===== src/common/palette_params.svh =====
`ifndef PALETTE_PARAMS_SVH
`define PALETTE_PARAMS_SVH

// number of colors in the palette
`define PAL_ENTRIES 256

// source bytes, three per color in R, G, B order
`define PAL_BYTES 768

// byte address width of the memory read port
`define MEM_ADDR_W 32

`endif


===== src/common/palette_pkg.sv =====
// types shared by the palette loader, store and lookup
package palette_pkg;

  // channel order inside one color, same as the byte order in memory
  typedef enum logic [1:0] {
    CH_R = 2'd0,  // first byte of a color
    CH_G = 2'd1,  // second byte
    CH_B = 2'd2   // third byte, 2'd3 is never used
  } channel_t;

  // display format, red in the top bits
  typedef struct packed {
    logic [4:0] r;  // top 5 bits of the red byte
    logic [5:0] g;  // top 6 bits of the green byte
    logic [4:0] b;  // top 5 bits of the blue byte
  } rgb565_t;

  // one palette entry
  // the store fills it one field at a time,
  // the lookup sends it out as a plain 16-bit word
  typedef union packed {
    logic [15:0] raw;  // word as seen on the video side
    rgb565_t     rgb;  // field view for channel writes
  } palette_word_u;

endpackage


===== src/verilog/pixel_lookup.sv =====
`timescale 1ns/1ns

module pixel_lookup (
  input  logic                       clk,
  input  logic                       reset,
  input  logic                       pix_valid,  // one pixel per cycle at most
  input  logic [7:0]                 pix_index,  // palette index of the pixel
  output logic [7:0]                 rd_index,   // to the store read port
  input  palette_pkg::palette_word_u rd_data,    // one edge after rd_index
  output logic                       rgb_valid,  // pix_valid two cycles later
  output logic [15:0]                rgb         // zero while not valid
);

  logic        valid_s1;  // seq, pixel waiting on the store read
  logic        valid_s2;  // seq, output stage
  logic [15:0] rgb_q;     // seq, output word

  // stage 1 is the store's registered read
  assign rd_index = pix_index;

  always_ff @(posedge clk) begin
    if (reset) begin
      valid_s1 <= 1'b0;
      valid_s2 <= 1'b0;
      rgb_q    <= '0;
    end else begin
      valid_s1 <= pix_valid;
      valid_s2 <= valid_s1;
      // stage 2 takes the word out raw
      rgb_q    <= valid_s1 ? rd_data.raw : 16'h0000;
    end
  end

  assign rgb_valid = valid_s2;
  assign rgb       = rgb_q;

  // fixed latency through this module and the store read port
  a_two_cycle : assert property (@(posedge clk) disable iff (reset)
    pix_valid |-> ##2 rgb_valid);

  a_no_extra : assert property (@(posedge clk) disable iff (reset)
    !pix_valid |-> ##2 !rgb_valid);

endmodule


===== config.mk =====
export PLATFORM = sky130hd
export DESIGN_NAME = pixel_lookup
export DESIGN_NICKNAME = d
export VERILOG_FILES = /design/src/common/palette_params.svh /design/src/common/palette_pkg.sv /design/src/verilog/pixel_lookup.sv
export SDC_FILE = /design/constraint.sdc
export NUM_CORES = 1
export LEC_CHECK = 0
export ABC_CLOCK_PERIOD_IN_PS = 800
export BUFFER_PORTS_ARGS = -buffer_cell sky130_fd_sc_hd__buf_4
export CORE_MARGIN = 3
export CORE_UTILIZATION = 29
export DETAILED_ROUTE_END_ITERATION = 8
export GPL_ROUTABILITY_DRIVEN = 0
export GPL_TIMING_DRIVEN = 1
export PLACE_DENSITY_LB_ADDON = 0.05
export SYNTH_ARGS = -nofsm -noshare
export SYNTH_HDL_FRONTEND = slang
export SYNTH_SLANG_ARGS = --single-unit

===== constraint.sdc =====
create_clock -name clk -period 0.8 [get_ports clk]
set_input_delay 0.04 -clock clk [delete_from_list [all_inputs] [get_ports clk]]
set_output_delay 0.04 -clock clk [all_outputs]
set_load 0.05 [all_outputs]

==> impl_metrics.toml <==
[outcome]
outcome = "complete, but fails checks"
violations = "negative setup slack"

[timing]
tns_ns = -0.01163
drv_slew = 0
worst_hold_slack_ns = 0.008870
hold_violations = 0
rsz0062_at_grt = "true"
fin_ws_ns = -0.003855
timing.fmax_ghz = 1.244
setup_viol = 4
fin_crit_ns = 0.8039
post-route-period-util_pct = 100.5
skew_ns = 0.001323
tightestPinTransition_ns = 0.1395
slew_headroom_pct = 90.70

[power]
leakage_nw = 0.5604
finalPower_mw = 1.787
powerDensity_nw_per_um2 = 1585
ir_worst_vdd_mv = 0.7067

[global_routing]
grt.overflow.total = 0
grt_max_degree = 19
antenna_found_initial = 0
grt_pass1_vias = 473
grt_pass1_wl_mm = 2.063
gr-usage-all-layers_pct = 10.48

[logic_synthesis]
ys_seq_elements = 18
syn-instance-count = 46
syn_avg_cell_area_sq_um = 12.87
yosysWarnings = 0
syn-num-nets = 73
ys_seq_area_share_pct = 60.89
ys_types = 7
syn_area_sq_um = 591.8

[floorplanning]
io_pins = 52
core_sq_um = 1821
die_h_um = 51.18
floorplan.die_area_sq_um = 2619
die_width_um = 51.18
start_util_pct = 32.51
row_count = 15

[routing]
dr.pass1.iters = 1
vias = 468
first_iter_violations = 0
route.detailed.drc = 0
drt-vias-per-instance = 4.105
wl_per_cell_um = 11.32
final_antenna_net_count = 0
wl_mm = 1.290

[clock_tree]
worstSkewPairLatency_ns = 0.28
clk_path_buf_depth = 2
htree_num_levels = 1
path_clk_slew_ns = 0.10
root_buffer = "clkbuf_4"
clock_sinks = 18
post_cts.repair.setup_buffers = 0
cts_buffers = 3
cts_tree = "yes"

[place]
io_buffers = 35
dpl_worst_slack_ns = -0.07076

[setup_path]
arrival_ns = 0.76
worstPathMaxFanout = 1
cp.required_ns = 0.76
critPathKind = "reg -> out"
cp-end-kind = "output port"
path_buf_inv = 1
path_depth = 1
cpPeakStageDelay_ns = 0.35
crit_family = "flip-flops"
crit_path_top_delay_cell = "dfxtp_2"
crit_path_start_kind = "flop"
path_cells = "buf_8"
r2r_cells = 1

[final_layout]
layout-drive-gt1-share_pct = 66.29
nNetsFinal = 117
final_util_pct = 61.92
area_delta_synth_final_pct = 90.49
diodes = 0

[worst_hold_path]
hp-class = "in -> reg"
hold_depth = 2

[job]
cap_violations = 0
-- cell usage in the layout (no fill, tap or decap) --
cell,n
dlygate4sd3_1,14
clkbuf_4,3
and3b_1,14
clkbuf_8,1
buf_4,18
and3b_2,2
dfxtp_4,1
buf_8,14
buf_6,3
nor2b_1,2
dfxtp_2,17
-- cell families after synthesis --
family	Yosys count	synth area share [%]
buffers and inverters	10	12.90
AND/OR/NAND/NOR	18	26.22
flip-flops	18	60.89
-- path summary, 6_finish.rpt --
path                            startpoint   endpoint  slack [ns]
worst max-delay path                rgb[3]     rgb[3]      -0.004
worst min-delay path                 reset   valid_s1       0.009
worst max register to register    valid_s1    rgb[12]        0.09
worst min register to register    valid_s1  rgb_valid        0.57
-- registers in the layout (all words and copies together), names as in the netlist --
signal     cells
rgb           16
rgb_valid      1
valid_s1       1
-- synthesized netlist by cell type --
library cell,instances,area [sq um]
nor2b_1,2,12.51
buf_6,1,11.26
buf_2,1,5.000
dfxtp_1,18,360.4
and3b_2,2,20.02
and3b_1,14,122.6
buf_4,8,60.06
-- layer usage --
metal	vias to the layer above	share of wire (%)	GRT usage, %
li1	232	-	-
met1	211	34	9.677
met2	19	57	21.46
met3	6	7.4	2.915
met4	0	1.3	3.139
met5	-	0	0
-- area by class of cell --
type                            instances  area (sq um)
Fill cell                             163         693.2
Timing Repair Buffer                   49         519.2
Sequential cell                        18         385.4
Multi-Input combinational cell         18         155.1
Clock buffer                            4         36.28
Tap cell                               25         31.28
-- metrics by stage --
step	instance area, sq um	cells
finish	1127	114
global route	1127	114
CTS	1114	114
detailed placement	809.5	96
global placement	809.5	96
floorplan	591.8	46
-- power by group --
part           switching [mW]  leakage, nW  internal (mW)  total [mW]
Clock                   0.260       0.0210          0.276       0.536
Combinational           0.125        0.384          0.178       0.303
Sequential             0.0226        0.155          0.925       0.947
Total                   0.408        0.560           1.38        1.79
-- timing repair --
action                                  in CTS  in global routing
hold buffers                                14                  0
resized for setup                           46                  4
hold endpoints to repair                    14                  0
cloned                                       0                  0
pin swaps                                    0                  0
endpoints found under the setup margin      34                 18
Note: power is estimated with default switching activity, not from simulation.
