===== src/common/palette_params.svh =====
`ifndef PALETTE_PARAMS_SVH
`define PALETTE_PARAMS_SVH

// number of colors in the palette
`define PAL_ENTRIES 256

// source bytes, three per color in R, G, B order
`define PAL_BYTES 768

// byte address width of the memory read port
`define MEM_ADDR_W 32

`endif


===== src/common/palette_pkg.sv =====
// types shared by the palette loader, store and lookup
package palette_pkg;

  // channel order inside one color, same as the byte order in memory
  typedef enum logic [1:0] {
    CH_R = 2'd0,  // first byte of a color
    CH_G = 2'd1,  // second byte
    CH_B = 2'd2   // third byte, 2'd3 is never used
  } channel_t;

  // display format, red in the top bits
  typedef struct packed {
    logic [4:0] r;  // top 5 bits of the red byte
    logic [5:0] g;  // top 6 bits of the green byte
    logic [4:0] b;  // top 5 bits of the blue byte
  } rgb565_t;

  // one palette entry
  // the store fills it one field at a time,
  // the lookup sends it out as a plain 16-bit word
  typedef union packed {
    logic [15:0] raw;  // word as seen on the video side
    rgb565_t     rgb;  // field view for channel writes
  } palette_word_u;

endpackage


===== src/common/palette_wr_if.sv =====
`timescale 1ns/1ns

// one channel write per fetched byte, loader to store
interface palette_wr_if;

  logic                  wr_en;       // single cycle strobe
  logic [7:0]            wr_index;    // color being updated
  palette_pkg::channel_t wr_channel;  // which field of the color
  logic [7:0]            wr_data;     // raw byte, store does the reduction

  // loader side
  modport src (
    output wr_en,
    output wr_index,
    output wr_channel,
    output wr_data
  );

  // store side, no back-pressure
  modport dst (
    input wr_en,
    input wr_index,
    input wr_channel,
    input wr_data
  );

endinterface


===== src/loader/palette_loader.sv =====
`timescale 1ns/1ns
`include "palette_params.svh"

module palette_loader (
  input  logic                   clk,
  input  logic                   reset,
  input  logic                   start,            // load request ignored while busy
  input  logic [`MEM_ADDR_W-1:0] base_addr,        // address of the first red byte
  output logic                   busy,             // high from the edge after start up to done
  output logic                   done,             // one cycle after the last write
  output logic [`MEM_ADDR_W-1:0] mem_address,      // base plus offset
  output logic                   mem_read,         // held through wait states
  input  logic                   mem_waitrequest,
  input  logic [7:0]             mem_readdata,     // valid when the read completes
  palette_wr_if.src              wr
);

  localparam int OFF_W = $clog2(`PAL_BYTES);    // 10 bits for 768 bytes
  localparam int IDX_W = $clog2(`PAL_ENTRIES);  // 8 bits for 256 colors

  typedef enum logic [1:0] {
    ST_IDLE,    // waiting for start
    ST_REQ,     // mem_read high until waitrequest drops
    ST_WRITE,   // wr_en pulse for the captured byte
    ST_FINISH   // done pulse
  } state_t;

  state_t                  state;      // seq
  logic [`MEM_ADDR_W-1:0]  base_q;     // latched at start
  logic [OFF_W-1:0]        offset;     // byte offset from base
  logic [IDX_W-1:0]        color_idx;  // seq
  palette_pkg::channel_t   chan;       // steps R G B
  palette_pkg::channel_t   chan_next;  // comb
  logic [7:0]              data_q;     // byte from the completed read

  // mod-3 step of the channel counter
  always_comb begin
    case (chan)
      palette_pkg::CH_R: chan_next = palette_pkg::CH_G;
      palette_pkg::CH_G: chan_next = palette_pkg::CH_B;
      default:           chan_next = palette_pkg::CH_R;  // blue wraps to next color
    endcase
  end

  always_ff @(posedge clk) begin
    if (reset) begin
      state     <= ST_IDLE;
      offset    <= '0;
      color_idx <= '0;
      chan      <= palette_pkg::CH_R;
    end else begin
      case (state)
        ST_IDLE: begin
          if (start) begin
            state     <= ST_REQ;
            base_q    <= base_addr;  // later changes on base_addr have no effect
            offset    <= '0;
            color_idx <= '0;
            chan      <= palette_pkg::CH_R;
          end
        end
        ST_REQ: begin
          if (!mem_waitrequest) begin  // read completes this cycle
            data_q <= mem_readdata;
            state  <= ST_WRITE;
          end
        end
        ST_WRITE: begin
          if (offset == OFF_W'(`PAL_BYTES - 1)) begin
            state <= ST_FINISH;  // last blue byte written
          end else begin
            offset <= offset + 1'b1;
            chan   <= chan_next;
            if (chan == palette_pkg::CH_B) color_idx <= color_idx + 1'b1;
            state  <= ST_REQ;  // next request one cycle after the write
          end
        end
        default: begin
          state <= ST_IDLE;  // finish lasts one cycle
        end
      endcase
    end
  end

  assign busy        = (state != ST_IDLE);  // falls with done
  assign done        = (state == ST_FINISH);
  assign mem_read    = (state == ST_REQ);
  assign mem_address = base_q + `MEM_ADDR_W'(offset);

  // counters only move after the write, so index and channel match the byte
  assign wr.wr_en      = (state == ST_WRITE);
  assign wr.wr_index   = color_idx;
  assign wr.wr_channel = chan;
  assign wr.wr_data    = data_q;

  // address must not move while the memory stalls the read
  a_addr_stable : assert property (@(posedge clk) disable iff (reset)
    (mem_read && mem_waitrequest) |=> (mem_read && $stable(mem_address)));

  // color index and channel of a write always point at the byte offset
  a_wr_position : assert property (@(posedge clk) disable iff (reset)
    wr.wr_en |-> (int'(offset) == int'(color_idx) * 3 + int'(chan)));

endmodule


===== src/flat_wrapper.sv =====
// flat-port wrapper written by rule: the top's interface ports become plain ports
module palette_loader_flat 
  (clk, reset, start, base_addr, busy, done, mem_address, mem_read, mem_waitrequest, mem_readdata, wr_wr_en, wr_wr_index, wr_wr_channel, wr_wr_data);
  palette_wr_if wr_i ();
  input  logic clk;
  input  logic reset;
  input  logic start;
  input  logic [`MEM_ADDR_W-1:0] base_addr;
  output logic busy;
  output logic done;
  output logic [`MEM_ADDR_W-1:0] mem_address;
  output logic mem_read;
  input  logic mem_waitrequest;
  input  logic [7:0] mem_readdata;
  output wire logic [$bits(wr_i.wr_en)-1:0] wr_wr_en;
  output wire logic [$bits(wr_i.wr_index)-1:0] wr_wr_index;
  output wire logic [$bits(wr_i.wr_channel)-1:0] wr_wr_channel;
  output wire logic [$bits(wr_i.wr_data)-1:0] wr_wr_data;
  assign wr_wr_en = wr_i.wr_en;
  assign wr_wr_index = wr_i.wr_index;
  assign wr_wr_channel = wr_i.wr_channel;
  assign wr_wr_data = wr_i.wr_data;
  palette_loader u_core (.clk(clk), .reset(reset), .start(start), .base_addr(base_addr), .busy(busy), .done(done), .mem_address(mem_address), .mem_read(mem_read), .mem_waitrequest(mem_waitrequest), .mem_readdata(mem_readdata), .wr(wr_i));
endmodule

===== config.mk =====
export PLATFORM = sky130hd
export DESIGN_NAME = palette_loader_flat
export DESIGN_NICKNAME = d
export VERILOG_FILES = /design/src/common/palette_pkg.sv /design/src/common/palette_wr_if.sv /design/src/loader/palette_loader.sv /design/src/flat_wrapper.sv
export VERILOG_INCLUDE_DIRS = /design/src /design/src/common
export SDC_FILE = /design/constraint.sdc
export NUM_CORES = 1
export LEC_CHECK = 0
export ABC_AREA = 1
export BUFFER_PORTS_ARGS = -buffer_cell sky130_fd_sc_hd__buf_2
export CORE_UTILIZATION = 45
export DETAILED_ROUTE_END_ITERATION = 7
export MAX_ROUTING_LAYER = met4
export PLACE_DENSITY = 0.74
export SETUP_SLACK_MARGIN = 0.3
export SLEW_MARGIN = 10
export SYNTH_ARGS = -nofsm -noshare
export SYNTH_HDL_FRONTEND = slang
export SYNTH_SLANG_ARGS = --single-unit

===== constraint.sdc =====
create_clock -name clk -period 11.4 [get_ports clk]
set_input_delay 2.28 -clock clk [delete_from_list [all_inputs] [get_ports clk]]
set_output_delay 2.28 -clock clk [all_outputs]
set_load 0.03 [all_outputs]

==> flow_summary.ini, run 1 <==
[sta]
max_freq_mhz = 213
finalHoldViolCount = 0
fin_crit_sh = 0.411
grt_setup_unrepaired = no
fin_tns_setup_ps = 0
finalCriticalPeriod_ps = 4690
max_slew_margin = 0.462
clock_skew_ps = 12.3
setup_violations = 0
worstMarginPinSlew_ps = 803
drv_slew = 0

[clock_tree]
clk_pin_slew_ps = 80
clock_latency_ps = 350
cts_htree_levels = 3
cts_resized = 0
tritoncts = built
cts_hold_buf = 0
cts_root_buf = clkbuf_8
clock-sinks = 62
postCtsSetupBuffers = 0
cts_made_buffers = 9
clock_path_buffers = 2

[layout]
syn_to_final_growth_pct = 21.5
nets = 669
final_core_util = 0.579
drive_gt1_frac = 0.220
num_antenna_cells = 0
finalInstanceArea_sq_um = 4570
fillCellCount = 749

[worst_setup_path]
arrival_ps = 2410
max_stage_delay_ps = 420
crit_required_ps = 9120
crit_path_end_kind = primary output
crit_fanout = 5
crit_top_cell = nand2_1
setup.worst_path.start_class = register
path_cells = ha_1 > fa_1 > nand2_1 > nand3_1 > nand3_1 > nand2_1 > nand2_1 > nand2_1 > xor2_1 > buf_2
slowest_stage = fa_1
crit_type = register to primary output

[drt]
num_vias = 3577
drt_iter0_markers = 197
route.detailed.drc = 0
antenna_left = 0
drt-wirelength-per-cell_microns = 12.7
avgViaCountPerCell = 4.97
routed_wl_microns = 9130
dr.pass1.iters = 5

[die]
fp.coreArea_sq_um = 7890
die_h_microns = 93.4
die_w_microns = 93.4
pin_count = 98
die_area_sq_um = 8720
start_util = 0.477
rows = 32

[yosys]
synth_top_family_by_area = simple AND/OR/NAND/NOR gates
synth_compound_area_frac = 0.0606
post_synth_and_or_nand_nor_area_fraction = 0.341
syn_nets = 563
synth_top_area_share = 0.319
synthTopCellsByArea = edfxtp_1 (32%), nand2_1 (17%), dfxtp_1 (12%)
yosys.area_share.adder = 0.0453
yosysTopAreaCell = edfxtp_1
synth-seq-cells = 62
ys_types = 34
synth.area.mux_share = 0
syn_area_per_cell_sq_um = 7.43
synth_xor_area_frac = 0.0326
syn_inst = 506
netlist_area_sq_um = 3760
synth_warnings = 0
yosysSeqAreaShare = 0.437

[placement]
gp_congestion = 0.902
portBuffers = 97
postPlaceCellArea_sq_um = 4370
dp_hpwl_microns = 7250

[pwr]
ir_drop_mv = 0.0984
p_per_area_nw_per_um2 = 122
leakagePower_nw = 2.24

[global_route]
grt_pass1_wl_microns = 14700
grt_max_degree = 25
track_usage = 0.228
antenna_found_initial = 0
grt_pass1_vias = 3281
globalRouteOverflowTotal = 0

[outcome]
status = finished, final reports clean

[worst_hold_path]
hp-class = register to register

[job]
cap_viol_max_count = 0
power breakdown:
part / switching (mW) / internal (mW)
logic: 0.0647 / 0.0274
clock network: 0.0999 / 0.104
registers: 0.0103 / 0.253
Yosys cell counts (all sizes together):
cell type,n
nand3b,6
o211ai,2
nor3,17
and2,2
or2,3
nand3,41
xor2,14
edfxtp,40
o21bai,1
nand2,174
clkinv,1
nor4,1
buf,3
o21ai,18
a21oi,18
nor2,48
a31oi,1
dfxtp,22
ha,12
nand4,3
inv,76
fa,1
clkbuf,1
and3,1
final cells by class:
type                            instances  area [sq um]  share of cell area
Clock inverter                          7          80.1              0.0175
Tap cell                              102           128              0.0279
Inverter                               77           289              0.0633
Multi-Input combinational cell        363          1810               0.395
Timing Repair Buffer                   99           500               0.110
Sequential cell                        62          1640               0.359
Clock buffer                            9           124              0.0271
sequential cells by signal (all words and copies together) (netlist names):
signal                count
u_core.wr.wr_data         8
u_core.offset            10
u_core.wr.wr_index        8
u_core.base_q            32
u_core.state              2
u_core.wr.wr_channel      2
kinds of logic after synthesis:
family / count (synthesis)
simple gates: 296
xor+xnor: 14
flops: 62
fa+ha+maj: 13
buf+inv: 81
compound gates: 40
routing by layer:
layer / vias up / share of wire / track usage
li1: 1835 / - / -
met1: 1627 / 0.48 / 0.304
met2: 100 / 0.45 / 0.344
met3: 15 / 0.052 / 0.0472
met5: - / 0 / -
met4: 0 / 0.015 / 0.0808
worst max-delay path: cells and delay by family (launching register included):
family / cells / cell delay, ps
XOR/XNOR: 1 / 200
adder cells (fa/ha/maj): 2 / 660
AND/OR/NAND/NOR: 6 / 610
flip-flops: 1 / 370
buffers and inverters: 1 / 230
final timing paths:
| kind | startpoint | endpoint | slack [ps] | cells past startpoint |
|---|---|---|---|---|
| setup / recovery | u_core.base_q[0]$_DFFE_PP_ | mem_address[10] | 6710 | 10 |
| hold reg to reg | u_core.wr.wr_index[7]$_SDFFE_PP0P_ | u_core.wr.wr_index[7]$_SDFFE_PP0P_ | 490 | 2 |
| setup reg to reg | u_core.offset[1]$_SDFFE_PP0P_ | u_core.base_q[26]$_DFFE_PP_ | 8840 | 7 |
| hold / removal | u_core.wr.wr_index[7]$_SDFFE_PP0P_ | u_core.wr.wr_index[7]$_SDFFE_PP0P_ | 490 | 2 |
placed cells by master, fill, tap and decap left out, types with 2 or more instances in the layout:
cell type / synthesis / layout
clkbuf_8: 0 / 9
a21oi_1: 16 / 16
ha_1: 12 / 12
nor2_1: 44 / 44
nor3_1: 17 / 16
and2_1: 2 / 2
o211ai_1: 2 / 2
nand2_4: 3 / 3
a21oi_2: 2 / 2
nand3_2: 2 / 2
buf_4: 1 / 2
o21ai_2: 3 / 3
dfxtp_1: 22 / 22
nor2_2: 3 / 3
inv_1: 74 / 74
clkinvlp_4: 0 / 2
or2_2: 3 / 3
xor2_1: 14 / 14
inv_2: 2 / 2
nand2_1: 170 / 170
o21ai_0: 15 / 15
nand4_1: 3 / 3
nand3_1: 39 / 39
buf_2: 1 / 97
nand3b_1: 6 / 6
inv_6: 0 / 3
edfxtp_1: 40 / 40
stage by stage:
| step | setup slack (ps) | power, mW | instances | hold WS (ps) |
|---|---|---|---|---|
| after floorplan | 6060 | 0.331 | 506 | 472 |
| after global placement | 7160 | 0.359 | 703 | 467 |
| after detailed placement | 7090 | 0.361 | 703 | 473 |
| after CTS | 6710 | 0.563 | 719 | 489 |
| after global routing | 6480 | 0.583 | 719 | 540 |
| final | 6710 | 0.559 | 719 | 488 |
Note: power is estimated with default switching activity, not from simulation.
==> run 2, diff against run 1 <==
- clock period: 11.4 -> 4.8 ns (I/O delays scaled with it)
==> run 2 against run 1 <==
Count of clock-buffer cells in the layout grew 1. Global-route usage shrank 0.12 points. Power increased by 130%. Critical path depth is the same. Critical path type unchanged. Largest power group unchanged.
==> flow_summary.ini, run 2 (synthesized netlist as in run 1, its figures left out) <==
[worst_setup_path]
crit_top_cell = nand2_1
path_cells = ha_1 > fa_1 > nand2_1 > nand3_1 > nand3_1 > nand2_1 > nand2_1 > nand2_1 > xor2_1 > buf_2
crit_fanout = 5
max_stage_delay_ps = 420
crit_type = register to primary output
reg2reg_slack_ps = 2230
crit_path_end_kind = primary output
slowest_stage = fa_1
arrival_ps = 2410
crit_required_ps = 3840
setup.worst_path.start_class = register

[clock_tree]
clock-sinks = 62
clk_pin_slew_ps = 80
cts_made_buffers = 9
postCtsSetupBuffers = 0
clock_latency_ps = 350
cts_root_buf = clkbuf_8
clock_path_buffers = 2
cts_hold_buf = 0
tritoncts = built
cts_htree_levels = 3
cts_resized = 0

[die]
start_util = 0.477
fp.coreArea_sq_um = 7890
die_w_microns = 93.4
rows = 32
die_h_microns = 93.4
die_area_sq_um = 8720
pin_count = 98

[layout]
regMostFlops = u_core.base_q
top_regs = u_core.base_q x32, u_core.offset x10
fillCellCount = 754
num_antenna_cells = 0
layout_common_cells = nand2_1 (170), buf_2 (97), inv_1 (74)
largest_register_ffs = 32
finalInstanceArea_sq_um = 4550
syn_to_final_growth_pct = 21.0
nets = 669
layout_commonest_cell = nand2_1
drive_gt1_frac = 0.220

[global_route]
globalRouteOverflowTotal = 0
grt_max_degree = 25
grt_pass1_vias = 3305
antenna_found_initial = 0
grt_pass1_wl_microns = 14700
track_usage = 0.227

[sta]
fin_hold_ws_ps = 489
drv_slew = 0
worstMarginPinSlew_ps = 775
fin_tns_setup_ps = 0
max_slew_margin = 0.480
setup_violations = 0
grt_setup_unrepaired = no
fin_crit_sh = 0.701
clock_skew_ps = 8.82
finalCriticalPeriod_ps = 3370
max_freq_mhz = 297
finalHoldViolCount = 0

[placement]
gp_congestion = 0.902
portBuffers = 97
dp_hpwl_microns = 7240
postPlaceCellArea_sq_um = 4370

[drt]
drt_iter0_markers = 204
num_vias = 3595
antenna_left = 0
drt-wirelength-per-cell_microns = 12.7
dr.pass1.iters = 5
route.detailed.drc = 0
avgViaCountPerCell = 5.00
routed_wl_microns = 9110

[pwr]
power_mw = 1.27
p_per_area_nw_per_um2 = 280
power_frac_seq = 0.491
power.switching_mw = 0.404
clkPwrFrac = 0.337
leakagePower_nw = 2.23
combPwrFrac = 0.172
netSwitchingFraction = 0.318
internal_power_mw = 0.869
ir_drop_mv = 0.183

[worst_hold_path]
hp-class = register to register

[job]
cap_viol_max_count = 0

[outcome]
status = finished, final reports clean
## run 2: power groups by stage
stage	Combinational, mW	Sequential, mW	Clock, mW
5_1_grt	0.240	0.628	0.461
2_1_floorplan	0.146	0.639	0
3_3_place_gp	0.217	0.636	0
4_1_cts	0.220	0.625	0.442
6_report	0.219	0.625	0.429
3_5_place_dp	0.219	0.637	0
## run 2: through the flow
step | util | instances | setup slack (ps)
floorplan | - | 506 | 784
global placement | 0.553 | 703 | 1880
detailed placement | 0.553 | 703 | 1810
CTS | 0.577 | 719 | 1420
global route | 0.577 | 719 | 1210
finish | 0.577 | 719 | 1430
## run 2: worst paths after layout
kind | from | to | cells past startpoint
worst max register to register | u_core.offset[1]$_SDFFE_PP0P_ | u_core.base_q[26]$_DFFE_PP_ | 7
worst min register to register | u_core.wr.wr_index[7]$_SDFFE_PP0P_ | u_core.wr.wr_index[7]$_SDFFE_PP0P_ | 2
worst min-delay path | u_core.wr.wr_index[7]$_SDFFE_PP0P_ | u_core.wr.wr_index[7]$_SDFFE_PP0P_ | 2
worst max-delay path | u_core.base_q[0]$_DFFE_PP_ | mem_address[10] | 10
## run 2: critical path: cells and delay by family, from the launching register on
family	cells	cell delay (ps)
XOR/XNOR	1	190
adder cells (fa/ha/maj)	2	660
buffers and inverters	1	220
flip-flops	1	380
AND/OR/NAND/NOR	6	630
## run 2: per-layer routing
metal,track usage,wire length (microns)
met5,-,0
met4,0.0782,161
met3,0.0545,492
met2,0.341,4030
met1,0.299,4420
## run 2: cell type report
class,count,area [sq um],share of cell area
multi-input cells,363,1810,0.397
clock inverters,6,45.0,0.00990
repair buffers,99,500,0.110
clock buffers,10,138,0.0303
well taps,102,128,0.0281
inverters,77,289,0.0635
flip-flops and latches,62,1640,0.361
